--- config.mk ---
export PLATFORM = sky130hd
export DESIGN_NAME = vnu_control_unit
export DESIGN_NICKNAME = d
export VERILOG_FILES = /design/src/design/vnu_ctrl_pkg.sv /design/src/design/vnu_control_unit.sv /design/src/design/sched_strobe_decode.sv /design/src/design/vnu_sched_fsm.sv /design/src/design/ib_load_handshake.sv
export VERILOG_INCLUDE_DIRS = /design/src /design/src/design
export SDC_FILE = /design/constraint.sdc
export NUM_CORES = 1
export LEC_CHECK = 0
export BUFFER_PORTS_ARGS = -buffer_cell sky130_fd_sc_hd__buf_2
export CAP_MARGIN = 20
export CORE_UTILIZATION = 50
export CTS_CLUSTER_DIAMETER = 200
export DETAILED_ROUTE_END_ITERATION = 10
export PLACE_DENSITY = 0.73
export SYNTH_ARGS = -nofsm -noshare
export SYNTH_HDL_FRONTEND = slang
export SYNTH_HIERARCHICAL = 1
export SYNTH_SLANG_ARGS = --single-unit
--- constraint.sdc ---
create_clock -name read_clk -period 2.2 [get_ports read_clk]
set_input_delay 0.22 -clock read_clk [delete_from_list [all_inputs] [get_ports read_clk]]
set_output_delay 0.22 -clock read_clk [all_outputs]
set_load 0.02 [all_outputs]
--- src/design/vnu_ctrl_params.svh ---
`ifndef VNU_CTRL_PARAMS_SVH
`define VNU_CTRL_PARAMS_SVH

////////////////////////////////
// IB-RAM function units
////////////////////////////////
`define VNU_FUNC_NUM 2           // vnu IB-RAM function units
`define VNU_FUNC_CYCLE 3         // phase cycles per vnu function stage

////////////////////////////////
// phase lengths in read_clk cycles
////////////////////////////////
`define CH_BUBBLE_CYCLES 2       // channel buffer bubble
`define MEM_RD_CYCLES 2          // c2v fetch then v2c source select
`define VNU_PIPE_CYCLES 5        // vnu pipe, VNU_OUT counts as the next step
`define BS_CYCLES 2              // barrel shifter takes two cycles

`define LAYER_NUM 3              // layers per iteration, one-hot width

// shortest write hold before the writer's acknowledge counts
`define LOAD_HANDSHAKE_LATENCY 3

`define PHASE_CNT_W 3            // wide enough for the longest timed phase

`endif
--- src/design/vnu_ctrl_pkg.sv ---
package vnu_ctrl_pkg;

	// scheduler phases of one decoding layer
	// keep this order, the strobe decoder compares ranges of it
	typedef enum logic [3:0] {
		INIT_LOAD   = 4'd0,  // kick off the initial IB-RAM loads
		IB_RAM_PEND = 4'd1,  // wait for the vnu IB-RAMs
		CH_FETCH    = 4'd2,  // channel buffer read
		CH_BUBBLE   = 4'd3,
		MEM_FETCH   = 4'd4,  // c2v fetch then v2c source
		VNU_PIPE    = 4'd5,
		VNU_OUT     = 4'd6,  // last vnu step
		BS_WB       = 4'd7,  // barrel shift write-back
		PAGE_ALIGN  = 4'd8,
		MEM_WB      = 4'd9,
		IDLE        = 4'd10  // wait for end of layer
	} sched_state_e;

endpackage

--- src/design/vnu_control_unit.sv ---
`timescale 1ns/1ps
`include "vnu_ctrl_params.svh"

module vnu_control_unit import vnu_ctrl_pkg::*; (
	input  logic                     read_clk,
	input  logic                     rstn,
	input  logic                     fsm_en_i,
	input  logic                     termination_i,
	input  logic                     layer_finish_i,
	input  logic [`VNU_FUNC_NUM-1:0] vn_iter_update_i,  // vnu writer acknowledges
	input  logic                     dn_iter_update_i,  // dnu writer acknowledge
	output sched_state_e             state_o,
	output logic [`LAYER_NUM-1:0]    layer_cnt_o,
	output logic                     last_layer_o,
	output logic                     vnu_update_pend_o,
	output logic                     hard_decision_done_o,
	output logic [`VNU_FUNC_NUM-1:0] vnu_wr_o,
	output logic [`VNU_FUNC_NUM-1:0] vnu_rd_o,
	output logic                     dnu_wr_o,
	output logic                     dnu_rd_o,
	output logic                     ch_ram_fetch_o,
	output logic                     c2v_mem_fetch_o,
	output logic                     v2c_src_o,
	output logic                     v2c_bs_en_o,
	output logic                     v2c_pa_en_o,
	output logic                     v2c_mem_we_o
);

	logic [`PHASE_CNT_W-1:0]  phase_cnt;
	logic [`VNU_FUNC_NUM-1:0] vnu_load_start;
	logic [`VNU_FUNC_NUM-1:0] vnu_busy;
	logic                     dnu_load_start;
	logic                     ib_busy;  // any vnu IB-RAM still loading

	assign ib_busy           = |vnu_busy;
	assign vnu_update_pend_o = ib_busy;

	////////////////////////////////
	// scheduler and strobes
	////////////////////////////////
	vnu_sched_fsm i_fsm (
		.read_clk       (read_clk),
		.rstn           (rstn),
		.fsm_en_i       (fsm_en_i),
		.termination_i  (termination_i),
		.layer_finish_i (layer_finish_i),
		.ib_busy_i      (ib_busy),
		.state_o        (state_o),
		.phase_cnt_o    (phase_cnt),
		.layer_cnt_o    (layer_cnt_o),
		.last_layer_o   (last_layer_o)
	);

	sched_strobe_decode i_decode (
		.read_clk             (read_clk),
		.rstn                 (rstn),
		.state_i              (state_o),
		.phase_cnt_i          (phase_cnt),
		.last_layer_i         (last_layer_o),
		.vnu_load_start_o     (vnu_load_start),
		.dnu_load_start_o     (dnu_load_start),
		.hard_decision_done_o (hard_decision_done_o),
		.vnu_rd_o             (vnu_rd_o),
		.dnu_rd_o             (dnu_rd_o),
		.ch_ram_fetch_o       (ch_ram_fetch_o),
		.c2v_mem_fetch_o      (c2v_mem_fetch_o),
		.v2c_src_o            (v2c_src_o),
		.v2c_bs_en_o          (v2c_bs_en_o),
		.v2c_pa_en_o          (v2c_pa_en_o),
		.v2c_mem_we_o         (v2c_mem_we_o)
	);

	////////////////////////////////
	// IB-RAM load handshakes
	////////////////////////////////
	for (genvar j = 0; j < `VNU_FUNC_NUM; j++) begin : g_vnu_hs
		ib_load_handshake i_vnu_hs (
			.read_clk      (read_clk),
			.rstn          (rstn),
			.load_start_i  (vnu_load_start[j]),
			.iter_update_i (vn_iter_update_i[j]),
			.wr_o          (vnu_wr_o[j]),
			.busy_o        (vnu_busy[j])
		);
	end

	// dnu refresh never stalls the schedule
	ib_load_handshake i_dnu_hs (
		.read_clk      (read_clk),
		.rstn          (rstn),
		.load_start_i  (dnu_load_start),
		.iter_update_i (dn_iter_update_i),
		.wr_o          (dnu_wr_o),
		.busy_o        ()
	);

endmodule

--- src/design/sched_strobe_decode.sv ---
`timescale 1ns/1ps
`include "vnu_ctrl_params.svh"

module sched_strobe_decode import vnu_ctrl_pkg::*; (
	input  logic                     read_clk,
	input  logic                     rstn,
	input  sched_state_e             state_i,
	input  logic [`PHASE_CNT_W-1:0]  phase_cnt_i,
	input  logic                     last_layer_i,
	output logic [`VNU_FUNC_NUM-1:0] vnu_load_start_o,
	output logic                     dnu_load_start_o,
	output logic                     hard_decision_done_o,
	output logic [`VNU_FUNC_NUM-1:0] vnu_rd_o,
	output logic                     dnu_rd_o,
	output logic                     ch_ram_fetch_o,
	output logic                     c2v_mem_fetch_o,
	output logic                     v2c_src_o,
	output logic                     v2c_bs_en_o,
	output logic                     v2c_pa_en_o,
	output logic                     v2c_mem_we_o
);

	localparam int PW        = `PHASE_CNT_W;
	localparam int SW        = $clog2(`VNU_PIPE_CYCLES + 1);  // vnu step width
	localparam int START_OFS = 1;  // pipe load starts one step into each function window

	localparam logic [PW-1:0] MEM_SRC = PW'(`MEM_RD_CYCLES - 1);
	localparam logic [PW-1:0] BS_LAST = PW'(`BS_CYCLES - 1);

	logic          init_start;  // one cycle of INIT_LOAD with the FSM running
	logic          vnu_act;     // VNU_PIPE or VNU_OUT
	logic [SW-1:0] vnu_step;
	logic          bs_last;
	logic          hd_q;

	assign init_start = (state_i == INIT_LOAD) && (phase_cnt_i == '0);
	assign vnu_act    = (state_i >= VNU_PIPE) && (state_i <= VNU_OUT);
	assign vnu_step   = (state_i == VNU_OUT) ? SW'(`VNU_PIPE_CYCLES) : SW'(phase_cnt_i);
	assign bs_last    = (state_i == BS_WB) && (phase_cnt_i == BS_LAST);

	////////////////////////////////
	// vnu read windows and pipe loads
	////////////////////////////////
	for (genvar j = 0; j < `VNU_FUNC_NUM; j++) begin : g_vnu
		localparam int LO = `VNU_FUNC_CYCLE * j;  // first step of function j

		assign vnu_rd_o[j] = vnu_act && (vnu_step >= SW'(LO))
			&& (vnu_step <= SW'(LO + `VNU_FUNC_CYCLE - 1));
		// refresh of unit j, staggered behind its read window
		assign vnu_load_start_o[j] = init_start
			|| (last_layer_i && vnu_act && (vnu_step == SW'(LO + START_OFS)));
	end

	assign dnu_load_start_o = init_start || (last_layer_i && bs_last);
	assign dnu_rd_o         = (state_i >= BS_WB) && (state_i <= PAGE_ALIGN); // dnu spans BS_WB..PAGE_ALIGN

	// phase strobes
	assign ch_ram_fetch_o  = (state_i == CH_FETCH);
	assign c2v_mem_fetch_o = (state_i == MEM_FETCH) && (phase_cnt_i == '0);
	assign v2c_src_o       = (state_i == MEM_FETCH) && (phase_cnt_i == MEM_SRC);
	assign v2c_bs_en_o     = (state_i == BS_WB) && (phase_cnt_i == '0); // first shifter stage only
	assign v2c_pa_en_o     = (state_i == PAGE_ALIGN);
	assign v2c_mem_we_o    = (state_i == MEM_WB);

	// hard decision lands in PAGE_ALIGN of the last layer
	always_ff @(posedge read_clk or negedge rstn) begin
		if (!rstn) begin
			hd_q <= 1'b0;
		end else begin
			hd_q <= last_layer_i && bs_last;
		end
	end

	assign hard_decision_done_o = hd_q;

	a_we_bs_excl: assert property (@(posedge read_clk) disable iff (!rstn)
		!(v2c_mem_we_o && v2c_bs_en_o))
		else $error("sched_strobe_decode: v2c write and barrel shift overlap");

endmodule

--- src/design/vnu_sched_fsm.sv ---
`timescale 1ns/1ps
`include "vnu_ctrl_params.svh"

module vnu_sched_fsm import vnu_ctrl_pkg::*; (
	input  logic                    read_clk,
	input  logic                    rstn,
	input  logic                    fsm_en_i,
	input  logic                    termination_i,   // frame decoded, start over
	input  logic                    layer_finish_i,  // end of layer from the datapath
	input  logic                    ib_busy_i,       // a vnu IB-RAM load is still running
	output sched_state_e            state_o,
	output logic [`PHASE_CNT_W-1:0] phase_cnt_o,     // cycles spent in state_o
	output logic [`LAYER_NUM-1:0]   layer_cnt_o,     // layer one-hot
	output logic                    last_layer_o
);

	localparam int PW = `PHASE_CNT_W;

	// last phase cycle of each timed state
	localparam logic [PW-1:0] BUB_LAST   = PW'(`CH_BUBBLE_CYCLES - 1);
	localparam logic [PW-1:0] MEM_LAST   = PW'(`MEM_RD_CYCLES - 1);
	localparam logic [PW-1:0] PIPE_LAST  = PW'(`VNU_PIPE_CYCLES - 1);
	localparam logic [PW-1:0] BS_LAST    = PW'(`BS_CYCLES - 1);
	localparam logic [PW-1:0] PHASE_PARK = '1; // shown while parked in INIT_LOAD

	sched_state_e           state_q;
	sched_state_e           state_d;
	logic [PW-1:0]          phase_q;
	logic [`LAYER_NUM-1:0]  layer_q;
	logic                   run;        // enabled and not terminated
	logic                   layer_rot;

	assign run       = fsm_en_i && !termination_i;
	assign layer_rot = run && (state_q == IDLE) && layer_finish_i;

	////////////////////////////////
	// next phase
	////////////////////////////////
	always_comb begin
		state_d = state_q;
		if (!run) begin
			state_d = INIT_LOAD;  // disable or termination restarts the frame
		end else begin
			case (state_q)
				INIT_LOAD:   state_d = IB_RAM_PEND;
				IB_RAM_PEND: if (!ib_busy_i) state_d = CH_FETCH;
				CH_FETCH:    state_d = CH_BUBBLE;
				CH_BUBBLE:   if (phase_q == BUB_LAST) state_d = MEM_FETCH;
				MEM_FETCH:   if (phase_q == MEM_LAST) state_d = VNU_PIPE;
				VNU_PIPE:    if (phase_q == PIPE_LAST) state_d = VNU_OUT;
				VNU_OUT:     state_d = BS_WB;
				BS_WB:       if (phase_q == BS_LAST) state_d = PAGE_ALIGN;
				PAGE_ALIGN:  state_d = MEM_WB;
				MEM_WB:      state_d = IDLE;
				IDLE: begin
					if (layer_finish_i) begin
						// pipe load from the last layer may still be writing
						state_d = ib_busy_i ? IB_RAM_PEND : CH_FETCH;
					end
				end
				default:     state_d = INIT_LOAD;
			endcase
		end
	end

	always_ff @(posedge read_clk or negedge rstn) begin
		if (!rstn) begin
			state_q <= INIT_LOAD;
		end else begin
			state_q <= state_d;
		end
	end

	// phase cycle counter, 0 on entry to every state
	always_ff @(posedge read_clk or negedge rstn) begin
		if (!rstn) begin
			phase_q <= '0;
		end else if (!run || (state_d != state_q)) begin
			phase_q <= '0;
		end else if (phase_q != '1) begin
			phase_q <= phase_q + 1'b1;  // saturates in the open ended waits
		end
	end

	// layer one-hot, rotates when a layer ends in IDLE
	always_ff @(posedge read_clk or negedge rstn) begin
		if (!rstn) begin
			layer_q <= `LAYER_NUM'(1);
		end else if (layer_rot) begin
			layer_q <= {layer_q[`LAYER_NUM-2:0], layer_q[`LAYER_NUM-1]};
		end
	end

	assign state_o      = state_q;
	// while parked the decoder sees no phase 0, so no load is kicked off
	assign phase_cnt_o  = ((state_q == INIT_LOAD) && !run) ? PHASE_PARK : phase_q;
	assign layer_cnt_o  = layer_q;
	assign last_layer_o = layer_q[`LAYER_NUM-1];

	////////////////////////////////
	// checks
	////////////////////////////////
	a_layer_onehot: assert property (@(posedge read_clk) disable iff (!rstn)
		$onehot(layer_q))
		else $error("vnu_sched_fsm: layer one-hot lost");

	a_pend_hold: assert property (@(posedge read_clk) disable iff (!rstn)
		(state_q == IB_RAM_PEND && ib_busy_i && run) |=> (state_q == IB_RAM_PEND))
		else $error("vnu_sched_fsm: left IB_RAM_PEND while IB-RAM busy");

endmodule

--- src/design/ib_load_handshake.sv ---
`timescale 1ns/1ps
`include "vnu_ctrl_params.svh"

module ib_load_handshake (
	input  logic read_clk,
	input  logic rstn,
	input  logic load_start_i,   // one cycle start from the strobe decoder
	input  logic iter_update_i,  // writer acknowledge
	output logic wr_o,           // write request to the IB-RAM writer
	output logic busy_o
);

	localparam int LAT = `LOAD_HANDSHAKE_LATENCY;
	localparam int CW  = $clog2(LAT + 1);

	logic          busy_q;  // load in flight
	logic [CW-1:0] hold_q;  // cycles wr has been high, stops at LAT
	logic          ack_q;   // acknowledge seen before the hold time ran out
	logic          held;
	logic          done;

	assign held = (hold_q >= CW'(LAT));
	assign done = busy_q && held && (iter_update_i || ack_q); // release on this edge

	////////////////////////////////
	// request / hold / release
	////////////////////////////////
	always_ff @(posedge read_clk or negedge rstn) begin
		if (!rstn) begin
			busy_q <= 1'b0;
			hold_q <= '0;
			ack_q  <= 1'b0;
		end else if (!busy_q) begin
			busy_q <= load_start_i;                // wr rises the cycle after start
			hold_q <= load_start_i ? CW'(1) : '0;  // first high cycle counts as one
			ack_q  <= 1'b0;
		end else if (done) begin
			busy_q <= 1'b0;  // wr and busy fall together
			hold_q <= '0;
			ack_q  <= 1'b0;
		end else begin
			if (!held) begin
				hold_q <= hold_q + 1'b1;
			end
			ack_q <= ack_q | iter_update_i;  // an early ack waits for the hold time
		end
	end

	// starts arriving while busy fall into the busy branch and are dropped
	assign wr_o   = busy_q;
	assign busy_o = busy_q;

	// once raised, the write request stays up for the full hold time
	a_wr_min_hold: assert property (@(posedge read_clk) disable iff (!rstn)
		$rose(wr_o) |-> wr_o [*LAT])
		else $error("ib_load_handshake: wr_o fell before %0d cycles", LAT);

endmodule

==> flow_summary.json <==
{
  "status": "finished clean",
  "cp_slowest_cell": "or3_1",
  "cts-htree-levels": 1,
  "ys_top_cells_by_area": "dfrtp_1 (34%), ha_1 (5.5%), nand3_1 (3.4%)",
  "min_period_over_period": 0.9541,
  "ir_drop_mv": 0.3148,
  "ys_ff_latch": 23,
  "internal_power_mw": 0.8747,
  "clk_pin_slew_worst_paths_ns": 0.13,
  "worstPathMaxFanout": 7,
  "p_clk_frac": 0.143,
  "post_dp_cell_area_sq_um": 1784,
  "timing.fmax_mhz": 476.4,
  "r2r_slack_ns": 0.45,
  "yosys.area.top_type": "dfrtp_1",
  "tightestPinTransition_ns": 0.5170,
  "crit_cells": 6,
  "ys_types": 52,
  "cp-start-kind": "flip-flop",
  "cp-endpoint": "v2c_src_o",
  "rows": 20,
  "numClockSinks": 23,
  "place_hpwl_um": 2393,
  "grt_overflow": 0,
  "antenna_cells": 0,
  "critPathTopFamily": "simple AND/OR/NAND/NOR gates",
  "viasPerCell": 5.605,
  "drc": 0,
  "antenna_found_initial": 0,
  "start_util": 0.5258,
  "drt_wl_total_um": 3302,
  "seqPwrFrac": 0.458,
  "dieArea_sq_um": 3441,
  "rr_worst_depth": 6,
  "relSlewSlack": 0.6554,
  "fp.dieW_um": 58.66,
  "hold_viol_final": 0,
  "placedCellCount": 227,
  "hp-class": "primary input to flip-flop",
  "grt_usage": 0.1996,
  "die_y_um": 58.66,
  "layout-drive-gt1-share": 0.3704,
  "maxSlewViolCount": 0,
  "worst-path-buf-inv": 1,
  "worst_ep_required_time_ns": 1.98,
  "drtIter0Drc": 43,
  "antenna_left": 0,
  "cts_tree": "built",
  "root_buffer": "clkbuf_4",
  "portBuffers": 29,
  "firstDrtPassIters": 4,
  "core_sq_um": 3053,
  "grt_pass1_wl_um": 5216,
  "clockBufferDepth": 2,
  "fin_nets": 205,
  "power.switching_mw": 0.4982,
  "yosysSeqAreaShare": 0.3593,
  "yosys_warnings": 6,
  "yosysMostFrequentCell": "dfrtp_1",
  "critPathMaxStageDelay_ns": 0.43,
  "routedWlPerCell_um": 14.17,
  "total_power_mw": 1.373,
  "crit_start": "i_fsm/state_o[2]",
  "synthesis.area_sq_um": 1605,
  "grt_max_degree": 28,
  "rsz0062_at_grt": "yes",
  "worstReg2RegStart": "i_fsm/phase_q[1]",
  "avgSynthCellArea_sq_um": 10.10,
  "synth_cells": 159,
  "syn_nets": 174,
  "switching_share": 0.3629,
  "cp-end-kind": "primary output",
  "syn_to_final_growth_pct": 15.20,
  "fin_cells": 233,
  "grt_pass1_vias": 1142,
  "finalSetupViolCount": 0,
  "io_pins": 30,
  "total_leakage_power_nw": 0.7954,
  "synth_edf_count": 0,
  "path_cells": "nor2_1 -> nand3_2 -> nand2_2 -> or3_1 -> nor4b_2 -> buf_4",
  "routed-via-count": 1306,
  "synthTopCellsByCount": "dfrtp_1 (22), nor2_1 (12), nand3_1 (11)",
  "power_density_nw_per_um2": 742.4,
  "clk_latency_ns": 0.31,
  "cp.arrival_ns": 1.88,
  "r2r_end": "i_fsm/phase_q[1]",
  "critical_path_class": "flip-flop to primary output",
  "fin_skew_ns": 0.003154,
  "synth_async_sr_flop_share": 1.000,
  "final_cell_area_sq_um": 1849,
  "tns_ns": 0,
  "synth_flop_cell": "dfrtp_1",
  "maxCapViolations": 0,
  "place.gp.congestion": 0.8710,
  "yosysTopAreaCellShare": 0.3429,
  "cts_buffers": 3,
  "combinationalPowerShare": 0.399,
  "min_period_ns": 2.099
}
stage by stage:
step / util / worst slack, ns / hold slack [ns]
CTS: 0.5992 / 0.05058 / 0.2272
detailed placement: 0.5844 / 0.2908 / 0.2282
finish: 0.6057 / 0.1010 / 0.2290
floorplan: - / -0.03651 / -0.07559
global route: 0.6057 / -0.008107 / 0.2485
global placement: 0.5844 / 0.3243 / 0.2215
state kept, by name, indices dropped and copies added (netlist names):
signal                         cells
i_fsm/state_o                      4
g_vnu_hs.i_vnu_hs/busy_o           2
i_fsm/phase_q                      3
i_dnu_hs/ack_q                     1
g_vnu_hs.i_vnu_hs/hold_q           4
i_dnu_hs/hold_q                    2
g_vnu_hs.i_vnu_hs/ack_q            2
i_decode/hard_decision_done_o      1
i_dnu_hs/busy_o                    1
i_fsm/layer_cnt_o                  3
worst min-delay path by stage:
stage / endpoint / slack (ns) / from / depth (start not counted)
final: i_dnu_hs/hold_q[1] / 0.23 / dn_iter_update_i / 4
after CTS: i_dnu_hs/hold_q[1] / 0.23 / dn_iter_update_i / 4
after global placement: i_dnu_hs/ack_q / 0.22 / rstn / 1
after global routing: i_dnu_hs/hold_q[1] / 0.25 / dn_iter_update_i / 4
after floorplan: g_vnu_hs[0].i_vnu_hs/ack_q / -0.08 / rstn / 0
after detailed placement: i_dnu_hs/hold_q[0] / 0.23 / rstn / 1
metal layers:
metal	track usage	up-vias	wire length (um)
met5	0	-	0
met4	0.04082	0	0
met3	0.01978	0	110
met2	0.3481	38	1676
met1	0.2712	628	1514
li1	-	640	-
layout make-up:
| type | instances | area (sq um) |
|---|---|---|
| well taps | 44 | 55.05 |
| clock buffers | 3 | 22.52 |
| multi-input cells | 123 | 978.4 |
| inverters | 4 | 15.01 |
| repair buffers | 35 | 195.2 |
| fillers | 281 | 1204 |
| flip-flops and latches | 23 | 578.1 |
| clock inverters | 1 | 5.005 |
kinds of logic after synthesis:
family                   Yosys count  synth area share
AO/OA/AOI/OAI                     27            0.1333
XOR/XNOR                           5           0.02728
adder cells (fa/ha/maj)            7           0.05456
buffers and inverters             13           0.04676
flip-flops                        23            0.3593
multiplexers                      11           0.08028
AND/OR/NAND/NOR                   73            0.2985
tightest hold or removal path, cell delays in order:
cell and delay [ns]:
buf_2 0.09, nor2_1 0.06, nand3_1 0.08, a21boi_1 0.06
repair_timing:
action | in CTS | in global routing
endpoints found under the setup margin | 2 | 3
hold endpoints to repair | 22 | 0
cloned | 0 | 0
gates resized for setup | 0 | 5
setup buffers | 1 | 0
hold buffers | 1 | 0
power by group through the flow:
stage	logic [mW]	clock network, mW	registers [mW]
final	0.548	0.196	0.629
after global routing	0.603	0.216	0.644
after CTS	0.545	0.200	0.630
after detailed placement	0.542	0	0.640
after global placement	0.516	0	0.631
after floorplan	0.458	0	0.623
placed cells by master (no fill, tap or decap), drive strengths merged, types with 2 or more instances in the layout:
cell	netlist	final
nand2	7	7
or4	3	3
nor2b	2	2
nor4b	3	3
clkbuf	1	3
inv	4	4
a22oi	2	2
a21oi	7	7
nor2	12	12
o21ai	4	4
nand3	11	11
nor3b	7	7
mux2	6	6
mux2i	5	5
ha	7	7
buf	8	34
nand2b	10	10
nor3	2	2
nand4b	4	4
xnor2	4	4
nand4	3	3
o22a	3	3
or3	3	3
dfrtp	22	22
nor4	2	2
a21boi	4	4
Note: power is estimated with default switching activity, not from simulation.
